--- config.mk ---
export PLATFORM = sky130hd
export DESIGN_NAME = decoder
export DESIGN_NICKNAME = d
export VERILOG_FILES = /design/src/hdl/core_pkg.sv /design/src/hdl/isa_pkg.sv /design/src/hdl/decoder.sv
export SDC_FILE = /design/constraint.sdc
export NUM_CORES = 1
export LEC_CHECK = 0
export ABC_AREA = 1
export BUFFER_PORTS_ARGS = -buffer_cell sky130_fd_sc_hd__buf_2
export CORE_MARGIN = 3
export CORE_UTILIZATION = 33
export DETAILED_ROUTE_END_ITERATION = 8
export GPL_TIMING_DRIVEN = 0
export PLACE_DENSITY = 0.81
export SKIP_LAST_GASP = 1
export SLEW_MARGIN = 20
export SYNTH_ARGS = -nofsm -noshare
export SYNTH_HDL_FRONTEND = slang
export SYNTH_SLANG_ARGS = --single-unit
--- constraint.sdc ---
create_clock -name vclk -period 2.1
set_clock_uncertainty 0.2 [all_clocks]
set_input_delay 0.42 -clock vclk [all_inputs]
set_output_delay 0.42 -clock vclk [all_outputs]
set_load 0.005 [all_outputs]
--- src/hdl/core_pkg.sv ---
package core_pkg;

	typedef logic [63:0] u64;  // Data, addresses, immediates
	typedef logic [31:0] u32;  // Instruction word
	typedef logic [4:0]  reg_idx_t;

	typedef enum logic [3:0] {
		alu_add,
		alu_sub,
		alu_and,
		alu_or,
		alu_xor,
		alu_slt,
		alu_sltu,
		alu_sll,
		alu_srl,
		alu_sra,
		alu_pass_b  // lui
	} alu_op_t;

	typedef enum logic [2:0] {
		br_none,
		br_beq,
		br_bne,
		br_blt,
		br_bge,
		br_jal
	} branch_t;

	// Operand source for execute
	typedef enum logic [1:0] {
		fwd_reg,
		fwd_ex_mem,
		fwd_wb
	} fwd_sel_t;

endpackage

--- src/hdl/isa_pkg.sv ---
package isa_pkg;

	localparam logic [6:0] op_reg    = 7'b0110011;
	localparam logic [6:0] op_imm    = 7'b0010011;
	localparam logic [6:0] op_lui    = 7'b0110111;
	localparam logic [6:0] op_load   = 7'b0000011;
	localparam logic [6:0] op_store  = 7'b0100011;
	localparam logic [6:0] op_branch = 7'b1100011;
	localparam logic [6:0] op_jal    = 7'b1101111;

	localparam logic [2:0] f3_add_sub = 3'b000;
	localparam logic [2:0] f3_sll     = 3'b001;
	localparam logic [2:0] f3_slt     = 3'b010;
	localparam logic [2:0] f3_sltu    = 3'b011;
	localparam logic [2:0] f3_xor     = 3'b100;
	localparam logic [2:0] f3_srl_sra = 3'b101;
	localparam logic [2:0] f3_or      = 3'b110;
	localparam logic [2:0] f3_and     = 3'b111;

	localparam logic [2:0] f3_beq = 3'b000;
	localparam logic [2:0] f3_bne = 3'b001;
	localparam logic [2:0] f3_blt = 3'b100;
	localparam logic [2:0] f3_bge = 3'b101;

	localparam logic [6:0]  funct7_alt = 7'b0100000;  // sub, sra
	localparam logic [31:0] nop_instr  = 32'h0000_0013;  // addi x0,x0,0

endpackage

--- src/hdl/decoder.sv ---
`timescale 1ns/1ps

module decoder (
	input  core_pkg::u32       instr,
	output core_pkg::reg_idx_t rs1,
	output core_pkg::reg_idx_t rs2,
	output core_pkg::reg_idx_t rd,
	output core_pkg::u64       imm,
	output core_pkg::alu_op_t  alu_op,
	output logic               alu_src_imm,
	output logic               uses_rs1,
	output logic               uses_rs2,
	output logic               reg_write,
	output logic               mem_read,
	output logic               mem_write,
	output core_pkg::branch_t  branch
);
	logic [6:0]   opcode;
	logic [2:0]   funct3;
	logic         reg_alt;
	logic         imm_alt;
	core_pkg::u64 imm_i, imm_s, imm_b, imm_u, imm_j;

	function automatic core_pkg::alu_op_t alu_fn(logic [2:0] f3, logic alt);
		case (f3)
			isa_pkg::f3_add_sub: alu_fn = alt ? core_pkg::alu_sub : core_pkg::alu_add;
			isa_pkg::f3_sll:     alu_fn = core_pkg::alu_sll;
			isa_pkg::f3_slt:     alu_fn = core_pkg::alu_slt;
			isa_pkg::f3_sltu:    alu_fn = core_pkg::alu_sltu;
			isa_pkg::f3_xor:     alu_fn = core_pkg::alu_xor;
			isa_pkg::f3_srl_sra: alu_fn = alt ? core_pkg::alu_sra : core_pkg::alu_srl;
			isa_pkg::f3_or:      alu_fn = core_pkg::alu_or;
			default:             alu_fn = core_pkg::alu_and;
		endcase
	endfunction

	assign opcode = instr[6:0];
	assign funct3 = instr[14:12];
	assign rs1 = instr[19:15];
	assign rs2 = instr[24:20];
	assign rd = instr[11:7];

	assign reg_alt = instr[31:25] == isa_pkg::funct7_alt;
	// srai keeps the alt bit in funct6, shamt takes bit 25
	assign imm_alt = funct3 == isa_pkg::f3_srl_sra && instr[31:26] == isa_pkg::funct7_alt[6:1];

	assign imm_i = {{52{instr[31]}}, instr[31:20]};
	assign imm_s = {{52{instr[31]}}, instr[31:25], instr[11:7]};
	assign imm_b = {{51{instr[31]}}, instr[31], instr[7], instr[30:25], instr[11:8], 1'b0};
	assign imm_u = {{32{instr[31]}}, instr[31:12], 12'b0};
	assign imm_j = {{43{instr[31]}}, instr[31], instr[19:12], instr[20], instr[30:21], 1'b0};

	always_comb begin
		imm = '0;
		alu_op = core_pkg::alu_add;
		alu_src_imm = 1'b0;
		uses_rs1 = 1'b0;
		uses_rs2 = 1'b0;
		reg_write = 1'b0;
		mem_read = 1'b0;
		mem_write = 1'b0;
		branch = core_pkg::br_none;
		case (opcode)
			isa_pkg::op_reg: begin
				uses_rs1 = 1'b1;
				uses_rs2 = 1'b1;
				reg_write = 1'b1;
				alu_op = alu_fn(funct3, reg_alt);
			end
			isa_pkg::op_imm: begin
				uses_rs1 = 1'b1;
				reg_write = 1'b1;
				alu_src_imm = 1'b1;
				imm = imm_i;
				alu_op = alu_fn(funct3, imm_alt);
			end
			isa_pkg::op_lui: begin
				reg_write = 1'b1;
				alu_src_imm = 1'b1;
				imm = imm_u;
				alu_op = core_pkg::alu_pass_b;
			end
			isa_pkg::op_load: begin
				uses_rs1 = 1'b1;
				reg_write = 1'b1;
				mem_read = 1'b1;
				alu_src_imm = 1'b1;
				imm = imm_i;
			end
			isa_pkg::op_store: begin
				uses_rs1 = 1'b1;
				uses_rs2 = 1'b1;
				mem_write = 1'b1;
				alu_src_imm = 1'b1;
				imm = imm_s;
			end
			isa_pkg::op_branch: begin
				uses_rs1 = 1'b1;
				uses_rs2 = 1'b1;
				imm = imm_b;
				case (funct3)
					isa_pkg::f3_beq: branch = core_pkg::br_beq;
					isa_pkg::f3_bne: branch = core_pkg::br_bne;
					isa_pkg::f3_blt: branch = core_pkg::br_blt;
					isa_pkg::f3_bge: branch = core_pkg::br_bge;
					default:         branch = core_pkg::br_none;
				endcase
			end
			isa_pkg::op_jal: begin
				reg_write = 1'b1;  // Link value comes from execute
				imm = imm_j;
				branch = core_pkg::br_jal;
			end
			default: ;  // Treated as nop
		endcase
	end

endmodule

# After elaboration in Yosys (flattened, before gate mapping)
# Index checks and enable logic that the tools add are counted.
[word_totals] out_inout_bits=92 ff_bits=0 in_bits=32
[op_classes] muxes=16 reduce_logical=7 eq_ne=15
[ops] operator="$pmux W64 S5" count=1
[ops] operator="$pmux W4 S7" count=2
[ops] operator="$eq A7 B6 Y1 const B" count=4
[ops] operator="$eq A7 B7 Y1 const B" count=2
[ops] operator="$pmux W3 S4" count=1
[ops] operator="$pmux W4 S3" count=1
[ops] operator="$mux W1" count=10
[ops] operator="$reduce_or A5 Y1" count=2
[ops] operator="$eq A3 B3 Y1 const B" count=3
[ops] operator="$eq A7 B2 Y1 const B" count=1
[ops] operator="$eq A7 B5 Y1 const B" count=1
[ops] operator="$eq A3 B2 Y1 const B" count=2
[ops] operator="$eq A6 B5 Y1 const B" count=1
[ops] operator="$pmux W3 S2" count=1
[ops] operator="$reduce_or A4 Y1" count=1
[ops] operator="$eq A3 B1 Y1 const B" count=1
[ops] operator="$logic_not A3 Y1" count=1
[ops] operator="$reduce_or A3 Y1" count=1
[ops] operator="$reduce_or A2 Y1" count=1
[ops] operator="$logic_and A1 B1 Y1" count=1

# Depth between registers and ports, before layout
[depth] word_depth=5 ltp_mapped=8

# Worst setup path before layout
# OpenSTA, ideal clock, no wires.
[synth_timing] path_kind="input -> output" from="input instr[1]" to="output imm[32]" arrival_ns=1.746 slack_ns=-0.266 cell_stages=7 required_time_ns=1.480 path_buffers=1 path_cell_list="nand2_2 > inv_1 > nand3_2 > nand3_4 > nand2_4 > nand2_1 > buf_4"
[synth_via] elab_chain_len=3 word_cells_on_any_way=8 classes_between="eq/ne (6); mux (1); reduce/logical (1)"
[synth_rtl] element="start: declaration" line_no="decoder.sv:4" rtl="input core_pkg::u32 instr,"
[synth_rtl] element="$eq A7 B5 Y1 / $eq A7 B2 Y1 (equally long branches)" line_no="decoder.sv:63" rtl="case (opcode)"
[synth_rtl] element="$reduce_or A2 Y1 (no line)"
[synth_rtl] element="$pmux W64 S5 (*)" line_no="decoder.sv:63"
[synth_rtl] element="end: declaration" line_no="decoder.sv:8" rtl="output core_pkg::u64 imm,"
# Every way passes the cells marked *; elsewhere a longest branch is shown, timed or not.

# Worst setup path in the final report
[layout_timing] from="input instr[0]" to="output imm[36]"
# The elaborated chain is that of the path after synthesis.

==> run metrics <==
Area contributors post-synth buf_4 32%, nand2_1 20%, nand3_1 9.5%; ant diodes 0; overflow left after global routing 0; final worst path period share 99.6%; vias in the first global route 1385; first-pass GRT wire length ~6 mm; Syn Inst Count 200; Sequential Area 0 um2; Fillers 279; Tot GR Track Use 17.1%; critical path endpoint category output pin; final instance area 0.00210 mm2; Starting Density between 30% and 40%; Max Clock Freq approximately 0.48 GHz; Worst-Margin Slew just over 200 ps; largest net degree at the start of global routing 18; CP endpoint imm[36]; crit path launch instr[0]; Critical Path RT 1480 ps; Remaining DRCs 0; Core Area 0.00313 mm2; RePlAce Congestion 0.812; Placed Cells 368; Post-DRT Antenna Nets 0; Area growth syn-to-layout 89.6%; die area 0.00409 mm2; row count 20; wire per inst 10.7 um; length of the first detailed-routing pass in iterations 4; multi-input logic area 807 um2; Tmin final 2090 ps; Max Transition Viols Final 0; post-synthesis cell area around 0.0011 mm2; post-synth cell types 18; Via density 4.33; Final Hold Fails 0; # clk buffers 0; DR iter-0 viols 53; I/O Buffers 124; Crit Path Class in -> out; Yosys top cell area share 31.8%; setup TNS 0 ps; Die Y 64.0 um; Die W around 64 um; Layout Cells excl Fill approximately 380; Cell Area, Placed 0.00179 mm2; fraction of layout cells with a size suffix above 1 66.3%; Synth area leader buf_4; critical path launch point type input pin; Ys Warns 0; Final nets 372; top post-synthesis cells by count 60 x nand2_1, 47 x buf_4, 21 x nand3_1, 16 x inv_1, 15 x nor2_1; setup violators final 0; pwr dens 105 mW/mm2; syn nets 232; Vias 1655; Leak 1.52 nW; worst vdd ir 0.0784 mV; sequential fraction of the synthesis area 0%; Max-Cap Viols 0; FF+latch count 0; status finished clean; unrepaired setup endpoints after global routing yes; HP Class in -> out; I/O pin count 124; top-count cell post-synth nand2_1; Data arrival, critical path 1470 ps; worst rel slew slack 86.3%; Avg Cell Area, Syn 5.55 um2; initial antenna violation count 0; CP max FO 8; post-DP HPWL 3.06 mm; Routed WL 4.10 mm
==> logic make-up after synthesis <==
logic type	share of synthesized area (%)
AO/OA/AOI/OAI	3.16
buffers and inverters	40.7
AND/OR/NAND/NOR	56.1
==> placed cells by master (no fill, tap or decap) <==
cell,netlist,final
a21oi_1,1,1
buf_12,0,2
buf_2,1,118
buf_4,47,51
buf_6,0,8
buf_8,1,1
clkbuf_16,0,1
clkbuf_4,1,3
inv_1,16,14
inv_2,3,3
inv_4,0,2
nand2_1,60,59
nand2_2,14,11
nand2_4,3,6
nand2_8,0,5
nand3_1,21,20
nand3_4,2,4
nand4_1,2,2
nor2_1,15,12
nor2_2,2,3
nor2_4,4,6
o21ai_0,6,6
==> area by class of cell <==
cell class / instances / share of cell area, %
repair buffers: 134 / 36.1
well taps: 44 / 2.62
inverters: 19 / 3.63
multi-input cells: 135 / 38.3
plain buffers: 50 / 19.3
==> how the worst min path moves through the flow <==
| stage | endpoint | from | cells after the start | slack [ps] |
|---|---|---|---|---|
| 2_1_floorplan | mem_read | instr[4] | 1 | 680 |
| 3_3_place_gp | rd[4] | instr[11] | 3 | 910 |
| 3_5_place_dp | rs1[4] | instr[19] | 3 | 910 |
| 4_1_cts | rs1[4] | instr[19] | 3 | 910 |
| 5_1_grt | rs1[3] | instr[18] | 3 | 920 |
| 6_report | rd[2] | instr[9] | 3 | 910 |
==> stage by stage <==
| stage | power [W] | hold slack (ps) | worst slack [ps] | utilization [%] |
|---|---|---|---|---|
| finish | 0.000221 | 907 | 8.29 | 67.3 |
| global route | 0.000244 | 920 | -45.1 | 67.3 |
| CTS | 0.000199 | 909 | 2.25 | 59.7 |
| detailed placement | 0.000190 | 908 | -206 | 57.3 |
| global placement | 0.000187 | 906 | -177 | 57.3 |
| floorplan | 0.0000962 | 679 | 140 | - |
==> routing by layer <==
layer	GRT usage, %	part of all wire, %	wire length [um]	up-vias
met4	2.43	0.51	21	0
met2	30.8	52	2150	97
met1	21.3	38	1540	704
met3	2.81	9.5	388	2
li1	-	-	-	852
met5	0	0	0	-
==> power breakdown <==
group	leakage (nW)	internal (W)	switching, W
combinational	1.52	0.000112	0.000109
clock	0	0	0
sequential	0	0	0
total	1.52	0.000112	0.000109
==> worst max-delay path, cell delays in order <==
cell     delay (ps)
buf_2           100
nand2_4          80
buf_4           160
nor2_4          140
nand3_4         100
buf_12          170
nand2_8         100
buf_4           110
buf_2            90
==> what timing repair did <==
action / 4_1_cts / 5_1_grt
hold buffers: 0 / 0
gates resized for setup: 8 / 32
endpoints found under the hold margin: 0 / 0
endpoints found under the setup margin: 34 / 54
gates cloned: 1 / 4
pin swaps: 4 / 13
setup buffers: 2 / 7
Power figures use the tool's default switching activity.
