--- src/hdl/core_pkg.sv ---
package core_pkg;

	typedef logic [63:0] u64;  // Data, addresses, immediates
	typedef logic [31:0] u32;  // Instruction word
	typedef logic [4:0]  reg_idx_t;

	typedef enum logic [3:0] {
		alu_add,
		alu_sub,
		alu_and,
		alu_or,
		alu_xor,
		alu_slt,
		alu_sltu,
		alu_sll,
		alu_srl,
		alu_sra,
		alu_pass_b  // lui
	} alu_op_t;

	typedef enum logic [2:0] {
		br_none,
		br_beq,
		br_bne,
		br_blt,
		br_bge,
		br_jal
	} branch_t;

	// Operand source for execute
	typedef enum logic [1:0] {
		fwd_reg,
		fwd_ex_mem,
		fwd_wb
	} fwd_sel_t;

endpackage

--- src/hdl/isa_pkg.sv ---
package isa_pkg;

	localparam logic [6:0] op_reg    = 7'b0110011;
	localparam logic [6:0] op_imm    = 7'b0010011;
	localparam logic [6:0] op_lui    = 7'b0110111;
	localparam logic [6:0] op_load   = 7'b0000011;
	localparam logic [6:0] op_store  = 7'b0100011;
	localparam logic [6:0] op_branch = 7'b1100011;
	localparam logic [6:0] op_jal    = 7'b1101111;

	localparam logic [2:0] f3_add_sub = 3'b000;
	localparam logic [2:0] f3_sll     = 3'b001;
	localparam logic [2:0] f3_slt     = 3'b010;
	localparam logic [2:0] f3_sltu    = 3'b011;
	localparam logic [2:0] f3_xor     = 3'b100;
	localparam logic [2:0] f3_srl_sra = 3'b101;
	localparam logic [2:0] f3_or      = 3'b110;
	localparam logic [2:0] f3_and     = 3'b111;

	localparam logic [2:0] f3_beq = 3'b000;
	localparam logic [2:0] f3_bne = 3'b001;
	localparam logic [2:0] f3_blt = 3'b100;
	localparam logic [2:0] f3_bge = 3'b101;

	localparam logic [6:0]  funct7_alt = 7'b0100000;  // sub, sra
	localparam logic [31:0] nop_instr  = 32'h0000_0013;  // addi x0,x0,0

endpackage

--- src/hdl/fetch_stage.sv ---
`timescale 1ns/1ps

module fetch_stage #(
	parameter core_pkg::u64 reset_pc = '0
) (
	input  logic         clk,
	input  logic         rst,
	input  logic         hold,
	input  logic         redirect,
	input  core_pkg::u64 redirect_pc,
	input  logic         iresp_data_ok,
	input  core_pkg::u32 iresp_data,
	output logic         ireq_valid,
	output core_pkg::u64 ireq_addr,
	output logic         id_valid,
	output core_pkg::u64 id_pc,
	output core_pkg::u32 id_instr
);
	core_pkg::u64 pc;
	core_pkg::u64 pend_pc;
	logic         pend;  // Redirect arrived while a fetch was in flight
	logic         fetch_done;
	logic         take;

	assign ireq_addr = pc;
	assign fetch_done = ireq_valid && iresp_data_ok;
	assign take = fetch_done && !pend && !redirect && !hold;

	always_ff @(posedge clk) begin
		if (rst) begin
			ireq_valid <= 1'b0;
			pc <= reset_pc;
			pend <= 1'b0;
		end else begin
			ireq_valid <= 1'b1;
			if (redirect) begin
				if (fetch_done) begin
					pc <= redirect_pc;
					pend <= 1'b0;
				end else begin
					pend <= 1'b1;  // Address must stay put until the word returns
				end
			end else if (fetch_done && pend) begin
				pc <= pend_pc;  // Stale word dropped
				pend <= 1'b0;
			end else if (take) begin
				pc <= pc + 64'd4;
			end
		end
	end

	always_ff @(posedge clk) begin
		if (redirect)
			pend_pc <= redirect_pc;
	end

	// IF/ID
	always_ff @(posedge clk) begin
		if (rst || redirect) begin
			id_valid <= 1'b0;
			id_instr <= isa_pkg::nop_instr;
		end else if (!hold) begin
			id_valid <= take;
			id_instr <= take ? iresp_data : isa_pkg::nop_instr;
		end
	end

	always_ff @(posedge clk) begin
		if (take)
			id_pc <= pc;
	end

	assert property (@(posedge clk) disable iff (rst)
		ireq_valid && !iresp_data_ok |=> ireq_valid && $stable(ireq_addr));

endmodule

--- config.mk ---
export PLATFORM = sky130hd
export DESIGN_NAME = fetch_stage
export DESIGN_NICKNAME = d
export VERILOG_FILES = /design/src/hdl/core_pkg.sv /design/src/hdl/isa_pkg.sv /design/src/hdl/fetch_stage.sv
export SDC_FILE = /design/constraint.sdc
export NUM_CORES = 1
export LEC_CHECK = 0
export BUFFER_PORTS_ARGS = -buffer_cell sky130_fd_sc_hd__buf_2
export CORE_MARGIN = 3
export CORE_UTILIZATION = 55
export CTS_BUF_LIST = sky130_fd_sc_hd__clkbuf_8
export CTS_CLUSTER_DIAMETER = 80
export DETAILED_ROUTE_END_ITERATION = 10
export PLACE_DENSITY = 0.83
export SLEW_MARGIN = 20
export SYNTH_ARGS = -nofsm -noshare
export SYNTH_HDL_FRONTEND = slang
export SYNTH_SLANG_ARGS = --single-unit
--- constraint.sdc ---
create_clock -name clk -period 5.5 [get_ports clk]
set_clock_uncertainty 0.1 [all_clocks]
set_input_delay 0.825 -clock clk [delete_from_list [all_inputs] [get_ports clk]]
set_output_delay 0.825 -clock clk [all_outputs]
set_load 0.01 [all_outputs]
Word-level counts from Yosys, hierarchy flattened
Cells that the tools add are included.
{"block": "classes", "addsub": 1, "n_eq_ne": 1, "n_mux": 9, "n_reduce_logical": 12}
{"cell": "64-bit 2-to-1 mux", "count": 4}
{"cell": "64-bit by 3-bit adder with 64-bit output, second input constant", "count": 1}
{"cell": "32-bit 2-to-1 mux", "count": 1}
{"cell": "1-bit logical AND", "count": 5}
{"cell": "1-bit 2-to-1 mux", "count": 4}
{"cell": "1-bit zero test", "count": 3}
{"cell": "3-bit nonzero test", "count": 1}
{"cell": "2-bit by 1-bit != test with 1-bit output, second input constant", "count": 1}
{"cell": "2-bit AND reduction", "count": 1}
{"cell": "2-bit nonzero test", "count": 1}
{"cell": "1-bit logical OR", "count": 1}
{"block": "totals", "reg_bits": 227, "out_inout_bits": 162, "elab_cells": 30}

Longest topological paths before layout
Gate-level depths: netlist of run 1.
{"block": "logic_depth", "ltp_word": 7, "depth_mapped": 9, "depth_no_buf": 7}

Least setup slack after synthesis of run 1
OpenSTA, ideal clock, no wires.
{"block": "synth_path", "path_kind": "input-to-reg", "from": "input hold", "to": "register id_pc[0], enable pin", "arrival_time_ns": 3.619, "slack_ns": 1.328, "path_stages": 5, "path_buffers": 2, "cell_sequence": "clkbuf_1 -> a21oi_1 -> nand2_1 -> inv_1 -> buf_1"}
{"block": "synth_via", "elab_chain_len": 2}
{"element": "start, declared", "line": "fetch_stage.sv:8", "source": "input logic hold,"}
{"element": "1-bit zero test"}
{"element": "1-bit logical AND", "line": "fetch_stage.sv:27", "source": "assign take = fetch_done && !pend && !redirect && !hold;"}
{"element": "net take", "line": "fetch_stage.sv:23", "source": "logic take;"}
{"element": "end signal, assigned", "line": "fetch_stage.sv:70", "source": "id_pc <= pc;"}
{"element": "end, declared", "line": "fetch_stage.sv:16", "source": "output core_pkg::u64 id_pc,"}
The timed path passes the listed nets, and every way through them passes these cells.
A chain may end at the register's enable or synchronous reset.

Final worst setup path of run 1
{"block": "layout_path", "from": "register pc[8] (netlist: ireq_addr[8])", "to": "register pc[60] (netlist: ireq_addr[60])"}
{"block": "layout_via", "elab_chain_len": 4}
{"element": "start, declared", "line": "fetch_stage.sv:19", "source": "core_pkg::u64 pc;"}
{"element": "start signal, assigned", "line": "fetch_stage.sv:32", "source": "pc <= reset_pc;"}
{"element": "start signal, assigned", "line": "fetch_stage.sv:38", "source": "pc <= redirect_pc;"}
{"element": "start signal, assigned", "line": "fetch_stage.sv:44", "source": "pc <= pend_pc;"}
{"element": "64-bit by 3-bit adder with 64-bit output", "line": "fetch_stage.sv:47", "source": "pc <= pc + 64'd4;"}
{"element": "64-bit 2-to-1 mux", "line": "fetch_stage.sv:46", "source": "end else if (take) begin"}
{"element": "64-bit 2-to-1 mux", "line": "fetch_stage.sv:43", "source": "end else if (fetch_done && pend) begin"}
{"element": "64-bit 2-to-1 mux", "line": "fetch_stage.sv:36", "source": "if (redirect) begin"}
No other way between the ends. The select of a mux whose other input is x is not followed.

==> flow_metrics.tcl, run 1 <==
set metrics [dict create \
    htreeDepth 2 \
    cp-start-kind "flip-flop" \
    fillCellCount 1319 \
    rows 48 \
    async_flop_share_pct 0 \
    avgSynthCellArea_sq_um 10.39 \
    overflow 0 \
    end_kind "flip-flop" \
    worstMarginPinSlew_ns 1.125 \
    grt_use_total_pct 28.66 \
    io_buffers 262 \
    io_pins 263 \
    routabilityCongestion 0.8741 \
    synthFlopType "edfxtp_1" \
    placed_cells 1392 \
    ant_nets 0 \
    rsz0062_at_grt "no" \
    grt_pass1_wl_mm 46.00 \
    area_delta_synth_final_pct 21.35 \
    post_cts_resized 0 \
    ctsRootBufferMaster "clkbuf_8" \
    period_share_pct 58.56 \
    cp_max_fo 9 \
    final_core_util_pct 69.18 \
    first_iter_violations 950 \
    cts_buffers 37 \
    synth_nets 1064 \
    regArea_sq_um 5826 \
    holdWs_ns 0.3619 \
    netlist_area_sq_um 9997 \
    die_y_microns 140.8 \
    synth_cell_types 64 \
    core_area_sq_um 17540 \
    clk_latency_ns 0.53 \
    dieArea_sq_um 19830 \
    p_per_area_nw_per_um2 302.9 \
    peakVddDrop_v 0.0002087 \
    synth-edff-count 128 \
    drv_cap 0 \
    nets 1308 \
    grt_max_degree 96 \
    fmax_mhz 310.5 \
    synth_seq_area_share_pct 58.27 \
    outcome "finished clean" \
    antenna_found_initial 2 \
    hold_viol_final 0 \
    multiInputGateArea_sq_um 3894 \
    grt_pass1_vias 8565 \
    ys.warnings.count 0 \
    cts_max_path_buffers 3 \
    setup_viol 0 \
    ctsHoldBuffers 0 \
    path_class "flip-flop to flip-flop" \
    drc_errors 0 \
    cts_tree "yes" \
    post-cts-setup-buffers 0 \
    r2r_cells 6 \
    start_util_pct 57.01 \
    syn-instance-count 962 \
    arrival_ns 3.55 \
    drt_wl_total_mm 29.42 \
    first_pass_iters 6 \
    hp-class "flip-flop to flip-flop" \
    cts_sinks 227 \
    cp.required_ns 5.83 \
    maxSlewViolCount 0 \
    drt-vias-per-instance 6.263 \
    vias 9157 \
    ys_ff_latch 227 \
    drive_gt1_share_pct 27.94 \
    hold_depth 2 \
    final_cells 1462 \
    fin_crit_ns 3.221 \
    tns_ns 0 \
    wl_per_cell_microns 20.13 \
    leakagePower_nw 4.729 \
    max_slew_margin_pct 24.44 \
    die_width_microns 140.8 \
    dpl.hpwl_mm 19.33 \
    clk_pin_slew_worst_paths_ns 0.06 \
]
## where the power goes
| part | switching [mW] | internal (mW) | leakage, nW |
|---|---|---|---|
| Clock | 0.657 | 0.713 | 0.416 |
| Combinational | 0.208 | 0.131 | 2.26 |
| Sequential | 0.0807 | 1.88 | 2.05 |
| Total | 0.945 | 2.73 | 4.73 |
## flip-flops by register name (all words and copies together), names as in the netlist
signal      count
id_valid        1
ireq_valid      1
pend_pc        64
ireq_addr      64
id_pc          64
pend            1
id_instr       32
## synth_stat cells, types with 9 or more instances
library cell  instances  area [sq um]
edfxtp_1            128          3844
nor2_1              105         394.1
dfxtp_1              99          1982
a21oi_1              78         390.4
nand2_1              65         244.0
o21ai_0              61         305.3
clkbuf_1             57         214.0
a22oi_1              41         307.8
nand3_1              39         195.2
nor3_1               29         145.1
and3_1               27         168.9
nand4_1              20         125.1
a211oi_1             16         120.1
a221o_1              14         140.1
o22ai_1              14         87.58
a31oi_1              13         81.33
xnor2_1              12         105.1
a311oi_1             10         87.58
buf_1                 9         33.78
## layout make-up
class / count / area share [%]
antenna: 2 / 0.04125
clock buffer: 43 / 4.878
clock inverter: 25 / 0.8457
inverter: 8 / 0.2888
multi-input combinational: 659 / 32.10
sequential: 227 / 48.02
tap: 225 / 2.321
timing repair buffer: 273 / 11.51
## critical path, stage by stage (launching register included)
cell	delay [ns]
dfxtp_1	0.45
nand3_1	0.34
nor3_1	0.46
nand4_1	0.30
nor3_1	0.97
a21oi_1	0.20
a311oi_1	0.30
## worst paths after layout
check | from | to | slack (ns)
max reg2reg | ireq_addr[8]$_SDFFE_PP0P_ | ireq_addr[60]$_SDFFE_PP0P_ | 2.28
max | ireq_addr[8]$_SDFFE_PP0P_ | ireq_addr[60]$_SDFFE_PP0P_ | 2.28
min reg2reg | id_valid$_SDFFE_PP0N_ | id_valid$_SDFFE_PP0N_ | 0.36
min | id_valid$_SDFFE_PP0N_ | id_valid$_SDFFE_PP0N_ | 0.36
## metal layers
metal	global-route usage, %	part of all wire (%)	vias to the layer above
met5	0	0	-
met3	6.682	11	63
met4	11.22	2.3	0
met1	38.53	39	4314
met2	45.41	48	570
li1	-	-	4210
## stage by stage
step,cell area (sq um),setup slack [ns],total power [mW]
after detailed placement,11430,1.628,2.334
after floorplan,9997,1.328,2.166
final,12130,2.279,3.674
after CTS,12120,2.097,3.692
after global placement,11430,1.772,2.321
after global routing,12130,1.986,3.820
## logic make-up after synthesis
family	synth area share, %
AOI/OAI and AO/OA	19.82
DFF	58.27
and+or+nand+nor	16.66
buffers and inverters	2.904
xor gates and xnor gates	1.227
muxes	0.9888
adders and majority gates	0.1251
## layout by cell type, fill, tap and decap left out, types with 6 or more instances in the layout
master / instances
a31oi_1: 13
o22ai_1: 14
xnor2_1: 12
edfxtp_1: 128
nor2_1: 105
a21oi_1: 77
o21ai_0: 61
nor4_1: 8
buf_2: 261
nor3_1: 29
and3_1: 27
buf_4: 12
a221oi_1: 7
clkbuf_8: 43
o32ai_1: 6
a211oi_1: 16
a22oi_1: 41
nand4_1: 20
nand2_1: 65
mux2_2: 7
dfxtp_1: 99
a221o_1: 14
a311oi_1: 10
nand3_1: 39
inv_1: 22
o211ai_1: 8
or3_1: 7
(Power assumes the default switching activity.)
==> run 2, diff against run 1 <==
==> constraint.sdc (replaced) <==
create_clock -name clk -period 3.35 [get_ports clk]
set_clock_uncertainty 0.1 [all_clocks]
set_input_delay 0.5025 -clock clk [delete_from_list [all_inputs] [get_ports clk]]
set_output_delay 0.5025 -clock clk [all_outputs]
set_load 0.01 [all_outputs]
==> flow_metrics.tcl, run 2 (synthesis results as in run 1) <==
set metrics [dict create \
    overflow 0 \
    end_kind "flip-flop" \
    cp_max_fo 7 \
    max_slew_margin_pct 42.62 \
    fmax_mhz 360.0 \
    antenna_found_initial 2 \
    routabilityCongestion 0.9015 \
    first_iter_violations 1173 \
    core_area_sq_um 17540 \
    period_share_pct 82.93 \
    final_common_cell "buf_2" \
    post_cts_resized 0 \
    holdWs_ns 0.05465 \
    grt_pass1_wl_mm 47.25 \
    maxSlewViolCount 0 \
    dieArea_sq_um 19830 \
    peakVddDrop_v 0.0003902 \
    fillCellCount 1373 \
    path_class "flip-flop to flip-flop" \
    power.total_mw 6.048 \
    r2r_cells 7 \
    vias 9337 \
    hp-start "redirect_pc[0]" \
    grt_pass1_vias 8902 \
    regArea_sq_um 5826 \
    cts_sinks 227 \
    arrival_ns 3.08 \
    cts_buffers 37 \
    grt_use_total_pct 29.32 \
    cp-start-kind "flip-flop" \
    cts_tree "yes" \
    leakagePower_nw 4.810 \
    drt_wl_total_mm 29.85 \
    hold_depth 1 \
    cp.required_ns 3.66 \
    start_util_pct 57.01 \
    tns_ns 0 \
    ant_nets 0 \
    ctsRootBufferMaster "clkbuf_8" \
    post-cts-setup-buffers 0 \
    area_delta_synth_final_pct 22.45 \
    hold_viol_final 0 \
    setup_viol 0 \
    die_y_microns 140.8 \
    outcome "finished clean" \
    final_cell_mix "buf_2 (261), edfxtp_1 (128), nor2_1 (105), dfxtp_1 (99), a21oi_1 (77)" \
    final_cells 1474 \
    dpl.hpwl_mm 20.10 \
    r2r-end "ireq_addr[44]$_SDFFE_PP0P_" \
    wl_per_cell_microns 20.25 \
    multiInputGateArea_sq_um 3894 \
    fin_crit_ns 2.778 \
    final_core_util_pct 69.81 \
    clk_latency_ns 0.54 \
    io_buffers 262 \
    io_pins 263 \
    drt-vias-per-instance 6.334 \
    drv_cap 0 \
    p_per_area_nw_per_um2 494.0 \
    r2r_start "ireq_addr[2]$_SDFFE_PP0P_" \
    grt_max_degree 73 \
    hp-class "primary input to flip-flop" \
    first_pass_iters 6 \
    hold_end "pend_pc[0]$_DFFE_PP_" \
    die_width_microns 140.8 \
    reg2reg_setup_slack_ns 0.57 \
    clk_pin_slew_worst_paths_ns 0.06 \
    nets 1320 \
    rsz0062_at_grt "no" \
    drive_gt1_share_pct 28.47 \
    rows 48 \
    htreeDepth 2 \
    cts_max_path_buffers 3 \
    worstMarginPinSlew_ns 0.8607 \
    drc_errors 0 \
    ctsHoldBuffers 0 \
    placed_cells 1404 \
]
==> run 2: worst max-delay path: stages, from the launching register on <==
cell and delay [ns]:
dfxtp_1 0.46, ha_1 0.30, and3_1 0.21, and3_1 0.30, nand4_1 0.22, nor2_1 0.57, a21oi_1 0.16, a311o_1 0.33
==> run 2: routing by layer <==
layer | track usage, % | vias to the layer above | part of all wire, %
met1 | 39.89 | 4421 | 39
met5 | 0 | - | 0
met2 | 46.98 | 616 | 47
met3 | 6.784 | 79 | 11
met4 | 9.434 | 0 | 2.7
li1 | - | 4221 | -
==> run 2: cell type report <==
| type | instances | area share (%) |
|---|---|---|
| flip-flops and latches | 227 | 47.59 |
| multi-input cells | 659 | 31.81 |
| clock buffers | 43 | 4.834 |
| diodes | 2 | 0.04088 |
| clock inverters | 25 | 0.8177 |
| inverters | 8 | 0.2657 |
| well taps | 225 | 2.300 |
| repair buffers | 285 | 12.35 |
==> run 2: through the flow <==
stage,setup slack [ns],area [sq um]
2_1_floorplan,0.4306,10000
3_3_place_gp,0.5857,11540
3_5_place_dp,0.4962,11540
4_1_cts,0.5976,12240
5_1_grt,0.3423,12240
6_report,0.5719,12240
==> run 2: how the worst max path moves through the flow <==
stage                                    start                         end  slack, ns  cells past startpoint
floorplan                    pend$_SDFFE_PP0P_          id_pc[0]$_DFFE_PN_       0.43                      6
global placement                      redirect  ireq_addr[59]$_SDFFE_PP0P_       0.59                      7
detailed placement                    redirect  ireq_addr[59]$_SDFFE_PP0P_       0.50                      7
CTS                 ireq_addr[10]$_SDFFE_PP0P_  ireq_addr[59]$_SDFFE_PP0P_       0.60                      6
global route        ireq_addr[10]$_SDFFE_PP0P_  ireq_addr[59]$_SDFFE_PP0P_       0.34                      6
finish               ireq_addr[2]$_SDFFE_PP0P_  ireq_addr[44]$_SDFFE_PP0P_       0.57                      7
==> run 2: where the power goes <==
part           internal [mW]  total [mW]  switching (mW)
combinational          0.225       0.569           0.344
sequential              3.09        3.23           0.136
clock                   1.17        2.25            1.08
