### src/hdl/core_pkg.sv
package core_pkg;

	typedef logic [63:0] u64;  // Data, addresses, immediates
	typedef logic [31:0] u32;  // Instruction word
	typedef logic [4:0]  reg_idx_t;

	typedef enum logic [3:0] {
		alu_add,
		alu_sub,
		alu_and,
		alu_or,
		alu_xor,
		alu_slt,
		alu_sltu,
		alu_sll,
		alu_srl,
		alu_sra,
		alu_pass_b  // lui
	} alu_op_t;

	typedef enum logic [2:0] {
		br_none,
		br_beq,
		br_bne,
		br_blt,
		br_bge,
		br_jal
	} branch_t;

	// Operand source for execute
	typedef enum logic [1:0] {
		fwd_reg,
		fwd_ex_mem,
		fwd_wb
	} fwd_sel_t;

endpackage

### src/hdl/hazard_unit.sv
`timescale 1ns/1ps

module hazard_unit (
	input  core_pkg::reg_idx_t id_rs1,
	input  core_pkg::reg_idx_t id_rs2,
	input  logic               id_uses_rs1,
	input  logic               id_uses_rs2,
	input  core_pkg::reg_idx_t ex_rd,
	input  core_pkg::reg_idx_t ex_rs1,
	input  core_pkg::reg_idx_t ex_rs2,
	input  logic               ex_mem_read,
	input  core_pkg::reg_idx_t mem_rd,
	input  logic               mem_reg_write,
	input  core_pkg::reg_idx_t wb_rd,
	input  logic               wb_reg_write,
	output logic               load_use_stall,
	output core_pkg::fwd_sel_t fwd_a,
	output core_pkg::fwd_sel_t fwd_b
);
	// Newest producer wins
	function automatic core_pkg::fwd_sel_t pick(core_pkg::reg_idx_t src,
			core_pkg::reg_idx_t m_rd, logic m_we, core_pkg::reg_idx_t w_rd, logic w_we);
		if (m_we && m_rd != '0 && m_rd == src)
			return core_pkg::fwd_ex_mem;
		if (w_we && w_rd != '0 && w_rd == src)
			return core_pkg::fwd_wb;
		return core_pkg::fwd_reg;
	endfunction

	assign fwd_a = pick(ex_rs1, mem_rd, mem_reg_write, wb_rd, wb_reg_write);
	assign fwd_b = pick(ex_rs2, mem_rd, mem_reg_write, wb_rd, wb_reg_write);

	assign load_use_stall = ex_mem_read && ex_rd != '0 &&
		((id_uses_rs1 && id_rs1 == ex_rd) || (id_uses_rs2 && id_rs2 == ex_rd));

endmodule

### config.mk
export PLATFORM = sky130hd
export DESIGN_NAME = hazard_unit
export DESIGN_NICKNAME = d
export VERILOG_FILES = /design/src/hdl/core_pkg.sv /design/src/hdl/hazard_unit.sv
export SDC_FILE = /design/constraint.sdc
export NUM_CORES = 1
export LEC_CHECK = 0
export BUFFER_PORTS_ARGS = -buffer_cell sky130_fd_sc_hd__buf_2
export CORE_AREA = 2 2 39 41
export DETAILED_ROUTE_END_ITERATION = 12
export DIE_AREA = 0 0 41 43
export PLACE_DENSITY = 0.69
export SLEW_MARGIN = 10
export SYNTH_ARGS = -nofsm -noshare
export SYNTH_HDL_FRONTEND = slang
export SYNTH_SLANG_ARGS = --single-unit
### constraint.sdc
create_clock -name vclk -period 2.2
set_input_delay 0.44 -clock vclk [all_inputs]
set_output_delay 0.44 -clock vclk [all_outputs]
set_load 0.03 [all_outputs]
Yosys cells after proc, flatten, opt, wreduce, memory -nomap -nowiden
Index checks and enable logic that the tools add are counted.

word-level totals
  latch bits = 0
  output and inout port bits = 5
  bits in writable memories = 0
  memories kept = 0
  bits of input ports = 40
  flip-flop bits (word level) = 0
  logic and storage cells = 34
  ROM bits = 0

cells by class
  muxes and demuxes = 14
  bitwise logic cells = 0
  equal/unequal tests = 6
  reduce and logical (&&, ||, !) cells = 14
  shifts and indexed selects = 0
  multipliers = 0
  order comparisons = 0
  $add $sub $neg = 0
  divide/modulo/power cells = 0

operators with widths
  kind                number
  == test 5 bit       6
  2-to-1 mux 2 bit    8
  nonzero test 5 bit  3
  logical AND 1 bit   10
  2-to-1 mux 1 bit    6
  logical OR 1 bit    1

Logic depth before layout (Yosys ltp)
Gate-level depths: netlist (run 1).

  word-level depth = 7
  gate-level depth with buffers = 4
  gate-level depth less buffers = 4

Least setup slack after synthesis (run 1)
No wires, ideal clock.

  kind = input -> output
  start = in mem_rd[4]
  end = out fwd_a[1]
  cell stages on the path = 4
  arrival = 2,075 ps
  setup slack = -315 ps
  path through = xnor2_1 -> nand3_1 -> nor4_1 -> nor4_2

on the way
  longest elaborated chain between the ends = 5

RTL lines
  element                line               text
  start: declaration     hazard_unit.sv:12  input core_pkg::reg_idx_t mem_rd,
  nonzero test 5 bit     hazard_unit.sv:23  if (m_we && m_rd != '0 && m_rd == src)
  logical AND 1 bit      hazard_unit.sv:23
  logical AND 1 bit (*)  hazard_unit.sv:23
  2-to-1 mux 1 bit (*)   hazard_unit.sv:23
  2-to-1 mux 2 bit (*)   hazard_unit.sv:25  if (w_we && w_rd != '0 && w_rd == src)
  end: declaration       hazard_unit.sv:17  output core_pkg::fwd_sel_t fwd_a,

Every way passes the cells marked *; elsewhere a longest branch is shown, timed or not.

Final worst setup path (run 1)
  start = in wb_rd[1]
  end = out fwd_b[1]

on the way
  longest elaborated chain between the ends = 7

RTL lines
  element                         line               text
  start: declaration              hazard_unit.sv:14  input core_pkg::reg_idx_t wb_rd,
  nonzero test 5 bit              hazard_unit.sv:25
  logical AND 1 bit               hazard_unit.sv:25
  logical AND 1 bit (*)           hazard_unit.sv:25
  2-to-1 mux 1 bit (2 in series)  hazard_unit.sv:25
  2-to-1 mux 2 bit (*)            hazard_unit.sv:27  return core_pkg::fwd_reg;
  2-to-1 mux 2 bit (*)            hazard_unit.sv:25
  end: declaration                hazard_unit.sv:18  output core_pkg::fwd_sel_t fwd_b

Every way passes the cells marked *; elsewhere a longest branch is shown, timed or not. The select of a mux whose other input is x is not followed.

==> results of run 1 <==
==> power by group <==
part	internal [W]	switching [W]
combinational	0.0000717	0.0000635
clock	0	0
sequential	0	0
==> final timing paths <==
| kind | startpoint | endpoint | cells after the start |
|---|---|---|---|
| worst max-delay path | wb_rd[1] | fwd_b[1] | 5 |
| worst min-delay path | id_uses_rs1 | load_use_stall | 4 |
==> stage by stage <==
stage | setup TNS, ns | hold WS, ns
2_1_floorplan | 0 | 1.04
3_3_place_gp | -0.0684 | 1.24
3_5_place_dp | -0.104 | 1.25
4_1_cts | 0 | 1.25
5_1_grt | -0.0271 | 1.27
6_report | 0 | 1.25
==> cell usage in the layout (no fill, tap or decap) <==
cell	n
xor2_1	22
or4_1	3
nor4_1	2
or4_4	2
o21ai_0	1
buf_4	8
o21ai_2	1
buf_6	4
nor4_2	2
nor4_4	2
nand3_1	4
a21oi_1	1
xnor2_1	8
buf_2	39
o21ai_1	1
==> timing repair <==
item | CTS | global route
pin swaps | 0 | 4
endpoints found under the setup margin | 2 | 2
gates resized for setup | 4 | 6
==> metal layers <==
layer	part of all wire, %	GRT usage [%]	routed length (um)
met2	59	35.9	814
met4	0	2.67	0
met5	0	0	0
met1	30	10.8	415
met3	10	1.05	144
==> critical path, stage by stage <==
cell    delay [ns]
buf_2         0.12
xor2_1        0.14
or4_4         0.55
nor4_4        0.27
buf_4         0.19
==> cells by family (layout without fill, tap and decap cells) <==
family / count (synthesis) / count (layout) / synth area share [%]
compound gates: 4 / 4 / 6.03
xor+xnor: 30 / 30 / 66.7
buf+inv: 0 / 51 / 0
simple gates: 15 / 15 / 27.3
==> cell type report <==
cell class	instances	share of cell area [%]
multi-input combinational	49	57.4
tap	16	2.66
timing repair buffer	51	39.9
==> results by group, run 1 <==
Status
  • Outcome: complete, no violations

Timing
  • Final hold vios: 0
  • Max Freq: approximately 460 MHz
  • Final Max Slew Viols: 0
  • Final setup vio count: 0
  • Worst Max-Slew Pin Slew: approximately 0.41 ns
  • Crit path time final: between 2 and 2.5 ns
  • Final worst-path setup slack: approximately 0.04 ns
  • Slew HR: roughly 73%
  • Final period util: between 90% and 100%
  • RSZ-0062 raised after global routing: true

Final layout
  • Non-Filler Instances: roughly 120
  • Design area: about 750 sq um
  • Fillers: 130
  • FF+latch count: 0
  • Footprint of the multi-input gates: around 430 sq um
  • Storage cell area: 0 sq um
  • Final Core Density: approximately 54%
  • Antenna cells: 0
  • Share of layout cells above drive strength 1: between 50% and 60%
  • Number of clock buffers in the layout: 0
  • P&R area growth vs syn: 90.8%
  • Layout net count: 142

Logic synthesis
  • Post-synth top cells: 22 x xor2_1, 8 x xnor2_1, 5 x or4_1
  • Sequential fraction of the synthesis area: 0%
  • Number of library cell types mapped by synthesis: 10
  • Yosys warning count: 0
  • Post-Syn Nets: between 80 and 90
  • Syn avg cell area: 8.04 sq um
  • Gate Count Post-Synth: slightly below 50
  • Most instantiated library cell after synthesis: xor2_1
  • Mapped Area: approximately 390 sq um
  • Synth top area cells: xor2_1 49%, xnor2_1 18%, or4_1 9.5%
  • Synth top area share: about half
  • Cell taking the most area after synthesis: xor2_1

Pwr
  • Worst vdd ir: between 0.00006 and 0.00007 V
  • Pwr dens: roughly 180 mW/mm^2
  • Leak: 0.352 nW
  • Power Total: 0.000135 W

Place
  • I/O Buffers: 45
  • Area after DPL: 714 sq um
  • Pre-CTS setup slack: -0.0598 ns
  • Placed insts: about 120
  • GP Congestion: 0.640

Setup path
  • CP endpoint kind: output pin
  • WP data required: roughly 1.8 ns
  • CP Data Arrival Time: approximately 1.7 ns
  • CP Launch Type: input pin
  • Kind of critical path: in2out
  • Max FO, Critical Path: 3

Clocking
  • Postcts setup bufs: 0
  • Post-CTS Hold Buffers: 0

Route
  • DRT Wirelength: about 1400 um
  • Via count: 557
  • DR DRC count: 0
  • 1st-iter DRT viols: 2
  • Initial DRT Pass Iterations: 2
  • WL per Instance: approximately 12 um
  • Via density: 4.80
  • DRT antenna net count: 0

Die
  • Die Y: about 43 um
  • Row count: 14
  • Total core area: 0.00138 sq mm
  • Die W: 41 um
  • Starting Density: between 20 and 30%
  • DIE AREA: between 0.0015 and 0.002 sq mm
  • Ports: 45

GRT
  • Largest net degree at the start of global routing: 4
  • Vias in the first global route: 565
  • First-pass GRT wire length: between 1500 and 2000 um
  • Initial antenna violation count: 0
  • GR Overflow Total: 0
  • Tot GR Track Use: between 10% and 20%

Worst hold path
  • Hold/Removal Path Class: in2out

Job
  • Max Cap Viol: 0
Note: power is estimated with default switching activity, not from simulation.
==> run 2: changes to the inputs <==
==> constraint.sdc (replaced) <==
create_clock -name vclk -period 2.2
set_input_delay 0.11 -clock vclk [all_inputs]
set_output_delay 0.11 -clock vclk [all_outputs]
set_load 0.03 [all_outputs]
==> results by group, run 2 (synthesis gave the netlist of run 1 again) <==
Setup path
  • WP data required: about 2.1 ns
  • Kind of critical path: in2out
  • CP endpoint kind: output pin
  • Max FO, Critical Path: 3
  • Slowest stage cell, crit path: or4_1
  • CP Launch Type: input pin
  • Slowest stage delay, CP: 0.53 ns
  • CP Data Arrival Time: 1.48 ns
  • Cells along the critical path: buf_2 > or4_1 > o21ai_2 > nor4_1 > nor4_2 > buf_2
  • Critical Path Most Common Cell: buf_2

Clocking
  • PostCTS Resize Cnt: 0
  • Postcts setup bufs: 0
  • Post-CTS Hold Buffers: 0

Route
  • 1st-iter DRT viols: 2
  • DRT antenna net count: 0
  • DR DRC count: 0
  • Via density: a little under 5
  • DRT Wirelength: about 1300 um
  • Initial DRT Pass Iterations: 2
  • WL per Instance: 12.2 um
  • Via count: ~540

GRT
  • GR Util met3: 0%
  • Met2 Use GR: between 30% and 40%
  • GR Overflow Total: 0
  • Tot GR Track Use: 14.8%
  • M1 GR Usage: about 15%
  • Vias in the first global route: between 500 and 600
  • Largest net degree at the start of global routing: 4
  • First-pass GRT wire length: ~1900 um
  • GR peak layer: met2
  • Initial antenna violation count: 0

Pwr
  • Sw Pwr: around 0.000056 W
  • Cell-internal power: 0.0000575 W
  • Seq pwr share: 0%
  • Pwr dens: 178 mW/mm^2
  • Clock power frac: 0%
  • Power Total: approximately 0.00011 W
  • Switching part of the total power: approximately half
  • Logic pwr share: 100.0%
  • Worst vdd ir: approximately 0.000065 V
  • Leak: ~0.31 nW

Die
  • DIE AREA: ~0.0018 sq mm
  • Row count: 14
  • Ports: 45
  • Total core area: 0.00138 sq mm
  • Starting Density: ~28%
  • Die W: ~41 um
  • Die Y: about 43 um

Final layout
  • Commonest non-fill, non-tap cell in the layout: buf_2
  • Fillers: 145
  • Layout net count: roughly 140
  • Final Core Density: 46.2%
  • Share of layout cells above drive strength 1: 51.1%
  • Storage cell area: 0 sq um
  • Number of clock buffers in the layout: 0
  • Commonest cells after routing, fill and taps aside: 45 x buf_2, 22 x xor2_1, 8 x xnor2_1, 5 x or4_1
  • P&R area growth vs syn: 62.2%
  • Antenna cells: 0
  • FF+latch count: 0

Worst hold path
  • Hold/Removal Path Class: in2out

Timing
  • RSZ-0062 raised after global routing: false
  • Crit path time final: about 1.6 ns
  • Slew HR: 71.6%
  • Final setup vio count: 0
  • Worst Max-Slew Pin Slew: around 0.42 ns
  • Setup_tns: 0 ns
  • Final Max Slew Viols: 0
  • Final worst-path setup slack: 0.605 ns
  • Max Freq: 627 MHz
  • Final hold vios: 0
  • Final period util: between 70 and 80%

Place
  • GP Congestion: 0.771
  • Pre-CTS setup slack: a little under 0.6 ns
  • I/O Buffers: 45
  • Detail Placement HPWL: roughly 1200 um

Job
  • Max Cap Viol: 0

Status
  • Outcome: complete, no violations
[run 2: worst paths after layout]
path  slack (ns)              to  cells after the start   startpoint
max         0.61        fwd_b[1]                      6    mem_rd[1]
min         0.59  load_use_stall                      4  ex_mem_read
[run 2: stage by stage]
step	cell area, sq um	hold slack (ns)	cells
after detailed placement	639	0.592	110
final	639	0.586	110
after CTS	639	0.590	110
after global placement	639	0.580	110
after floorplan	394	0.399	49
after global routing	639	0.626	110
[run 2: critical path, delay by kind of cell]
kind / cells / cell delay [ns]
buffers and inverters: 2 / 0.35
AND/OR/NAND/NOR: 3 / 0.87
AO/OA/AOI/OAI: 1 / 0.15
[run 2: cell type report]
| type | instances | area [sq um] | share of cell area (%) |
|---|---|---|---|
| Multi-Input combinational cell | 49 | 394 | 61.6 |
| Timing Repair Buffer | 45 | 225 | 35.2 |
| Tap cell | 16 | 20.0 | 3.13 |
[run 2: per-layer routing]
layer / vias up / share of wire (%)
met5: - / 0
met3: 0 / 11
met4: 0 / 0
li1: 268 / -
met2: 40 / 53
met1: 233 / 36
[run 2: power by group through the flow]
stage               clock network [W]  logic (W)  registers (W)
finish                              0   0.000114              0
global route                        0   0.000125              0
CTS                                 0   0.000114              0
detailed placement                  0   0.000114              0
global placement                    0   0.000111              0
floorplan                           0  0.0000509              0
==> run 3: changes to the inputs <==
==> constraint.sdc (replaced) <==
create_clock -name vclk -period 1.6
set_input_delay 0.08 -clock vclk [all_inputs]
set_output_delay 0.08 -clock vclk [all_outputs]
set_load 0.03 [all_outputs]
==> results by group, run 3 (synthesis gave the netlist of run 1 again) <==
Final layout
  • Footprint of the multi-input gates: ~420 sq um
  • Layout net count: 138
  • FF+latch count: 0
  • Commonest non-fill, non-tap cell in the layout: buf_2
  • Commonest cells after routing, fill and taps aside: 43 x buf_2, 22 x xor2_1, 8 x xnor2_1, 5 x or4_1, 4 x nand3_1
  • Storage cell area: 0 sq um
  • Final Core Density: about 50%
  • P&R area growth vs syn: 75.9%
  • Non-Filler Instances: about 110
  • Share of layout cells above drive strength 1: 54.2%
  • Fillers: between 100 and 150
  • Antenna cells: 0
  • Design area: 693 sq um
  • Number of clock buffers in the layout: 0

Route
  • Via density: a little under 5
  • Via count: around 540
  • DRT antenna net count: 0
  • DRT Wirelength: 1210 um
  • DR DRC count: 0
  • WL per Instance: ~11 um
  • Initial DRT Pass Iterations: 2
  • 1st-iter DRT viols: 1

Pwr
  • Worst vdd ir: approximately 0.000086 V
  • Pwr dens: roughly 240 mW/mm^2
  • Power Total: 0.000167 W
  • Leak: 0.324 nW

Timing
  • Final Max Slew Viols: 0
  • Slew HR: between 70% and 80%
  • Final setup vio count: 0
  • Final period util: between 90% and 100%
  • Worst Max-Slew Pin Slew: between 0.3 and 0.4 ns
  • Max Freq: around 650 MHz
  • Crit path time final: about 1.5 ns
  • RSZ-0062 raised after global routing: false
  • Setup_tns: 0 ns
  • Final hold vios: 0

Die
  • Starting Density: 28.5%
  • Row count: 14
  • Die W: between 40 and 50 um
  • Die Y: 43 um
  • Ports: between 40 and 50
  • DIE AREA: about 0.0018 sq mm
  • Total core area: 0.00138 sq mm

Place
  • I/O Buffers: 45
  • GP Congestion: approximately 0.66
  • Area after DPL: slightly below 700 sq um
  • Placed insts: approximately 110

GRT
  • GR Overflow Total: 0
  • Tot GR Track Use: 13.1%
  • First-pass GRT wire length: 1680 um
  • Vias in the first global route: about 470
  • Initial antenna violation count: 0
  • Largest net degree at the start of global routing: 4

Setup path
  • Max FO, Critical Path: 2
  • CP endpoint kind: output pin
  • CP Launch Type: input pin
  • WP data required: around 1.5 ns
  • CP Data Arrival Time: between 1 and 1.5 ns
  • Kind of critical path: in2out

Worst hold path
  • Hold/Removal Path Class: in2out

Status
  • Outcome: complete, no violations

Job
  • Max Cap Viol: 0

Clocking
  • Postcts setup bufs: 0
  • Post-CTS Hold Buffers: 0
  • PostCTS Resize Cnt: 0
-- run 3: critical path, cell delays in order --
cell	delay [ns]
buf_2	0.10
or4_1	0.53
o21ai_2	0.19
nor4_2	0.09
nor4_4	0.26
buf_4	0.19
-- run 3: worst paths after layout --
check | end | depth (start not counted) | from
max | fwd_a[1] | 6 | mem_rd[1]
min | load_use_stall | 4 | ex_mem_read
-- run 3: area by class of cell --
| cell class | instances | share of cell area (%) |
|---|---|---|
| well taps | 16 | 2.89 |
| multi-input cells | 49 | 61.2 |
| repair buffers | 47 | 35.9 |
-- run 3: where the power goes --
group          internal [W]  leakage (nW)  total [W]  switching, W
Combinational     0.0000847         0.324   0.000167     0.0000823
Sequential                0             0          0             0
Clock                     0             0          0             0
-- run 3: stage by stage --
step / hold WS, ns / setup slack [ns]
4_1_cts: 0.533 / 0.0238
5_1_grt: 0.549 / 0.00344
3_5_place_dp: 0.532 / 0.0241
2_1_floorplan: 0.325 / 0.0966
3_3_place_gp: 0.535 / 0.0508
6_report: 0.528 / 0.0692
-- run 3: layer usage --
layer | part of all wire, % | wire, um | vias up | GRT usage [%]
met2 | 54 | 659 | 40 | 30.6
met5 | 0 | 0 | - | 0
li1 | - | - | 273 | -
met4 | 0 | 0 | 0 | 0
met3 | 14 | 170 | 0 | 0.524
met1 | 32 | 382 | 229 | 10.1
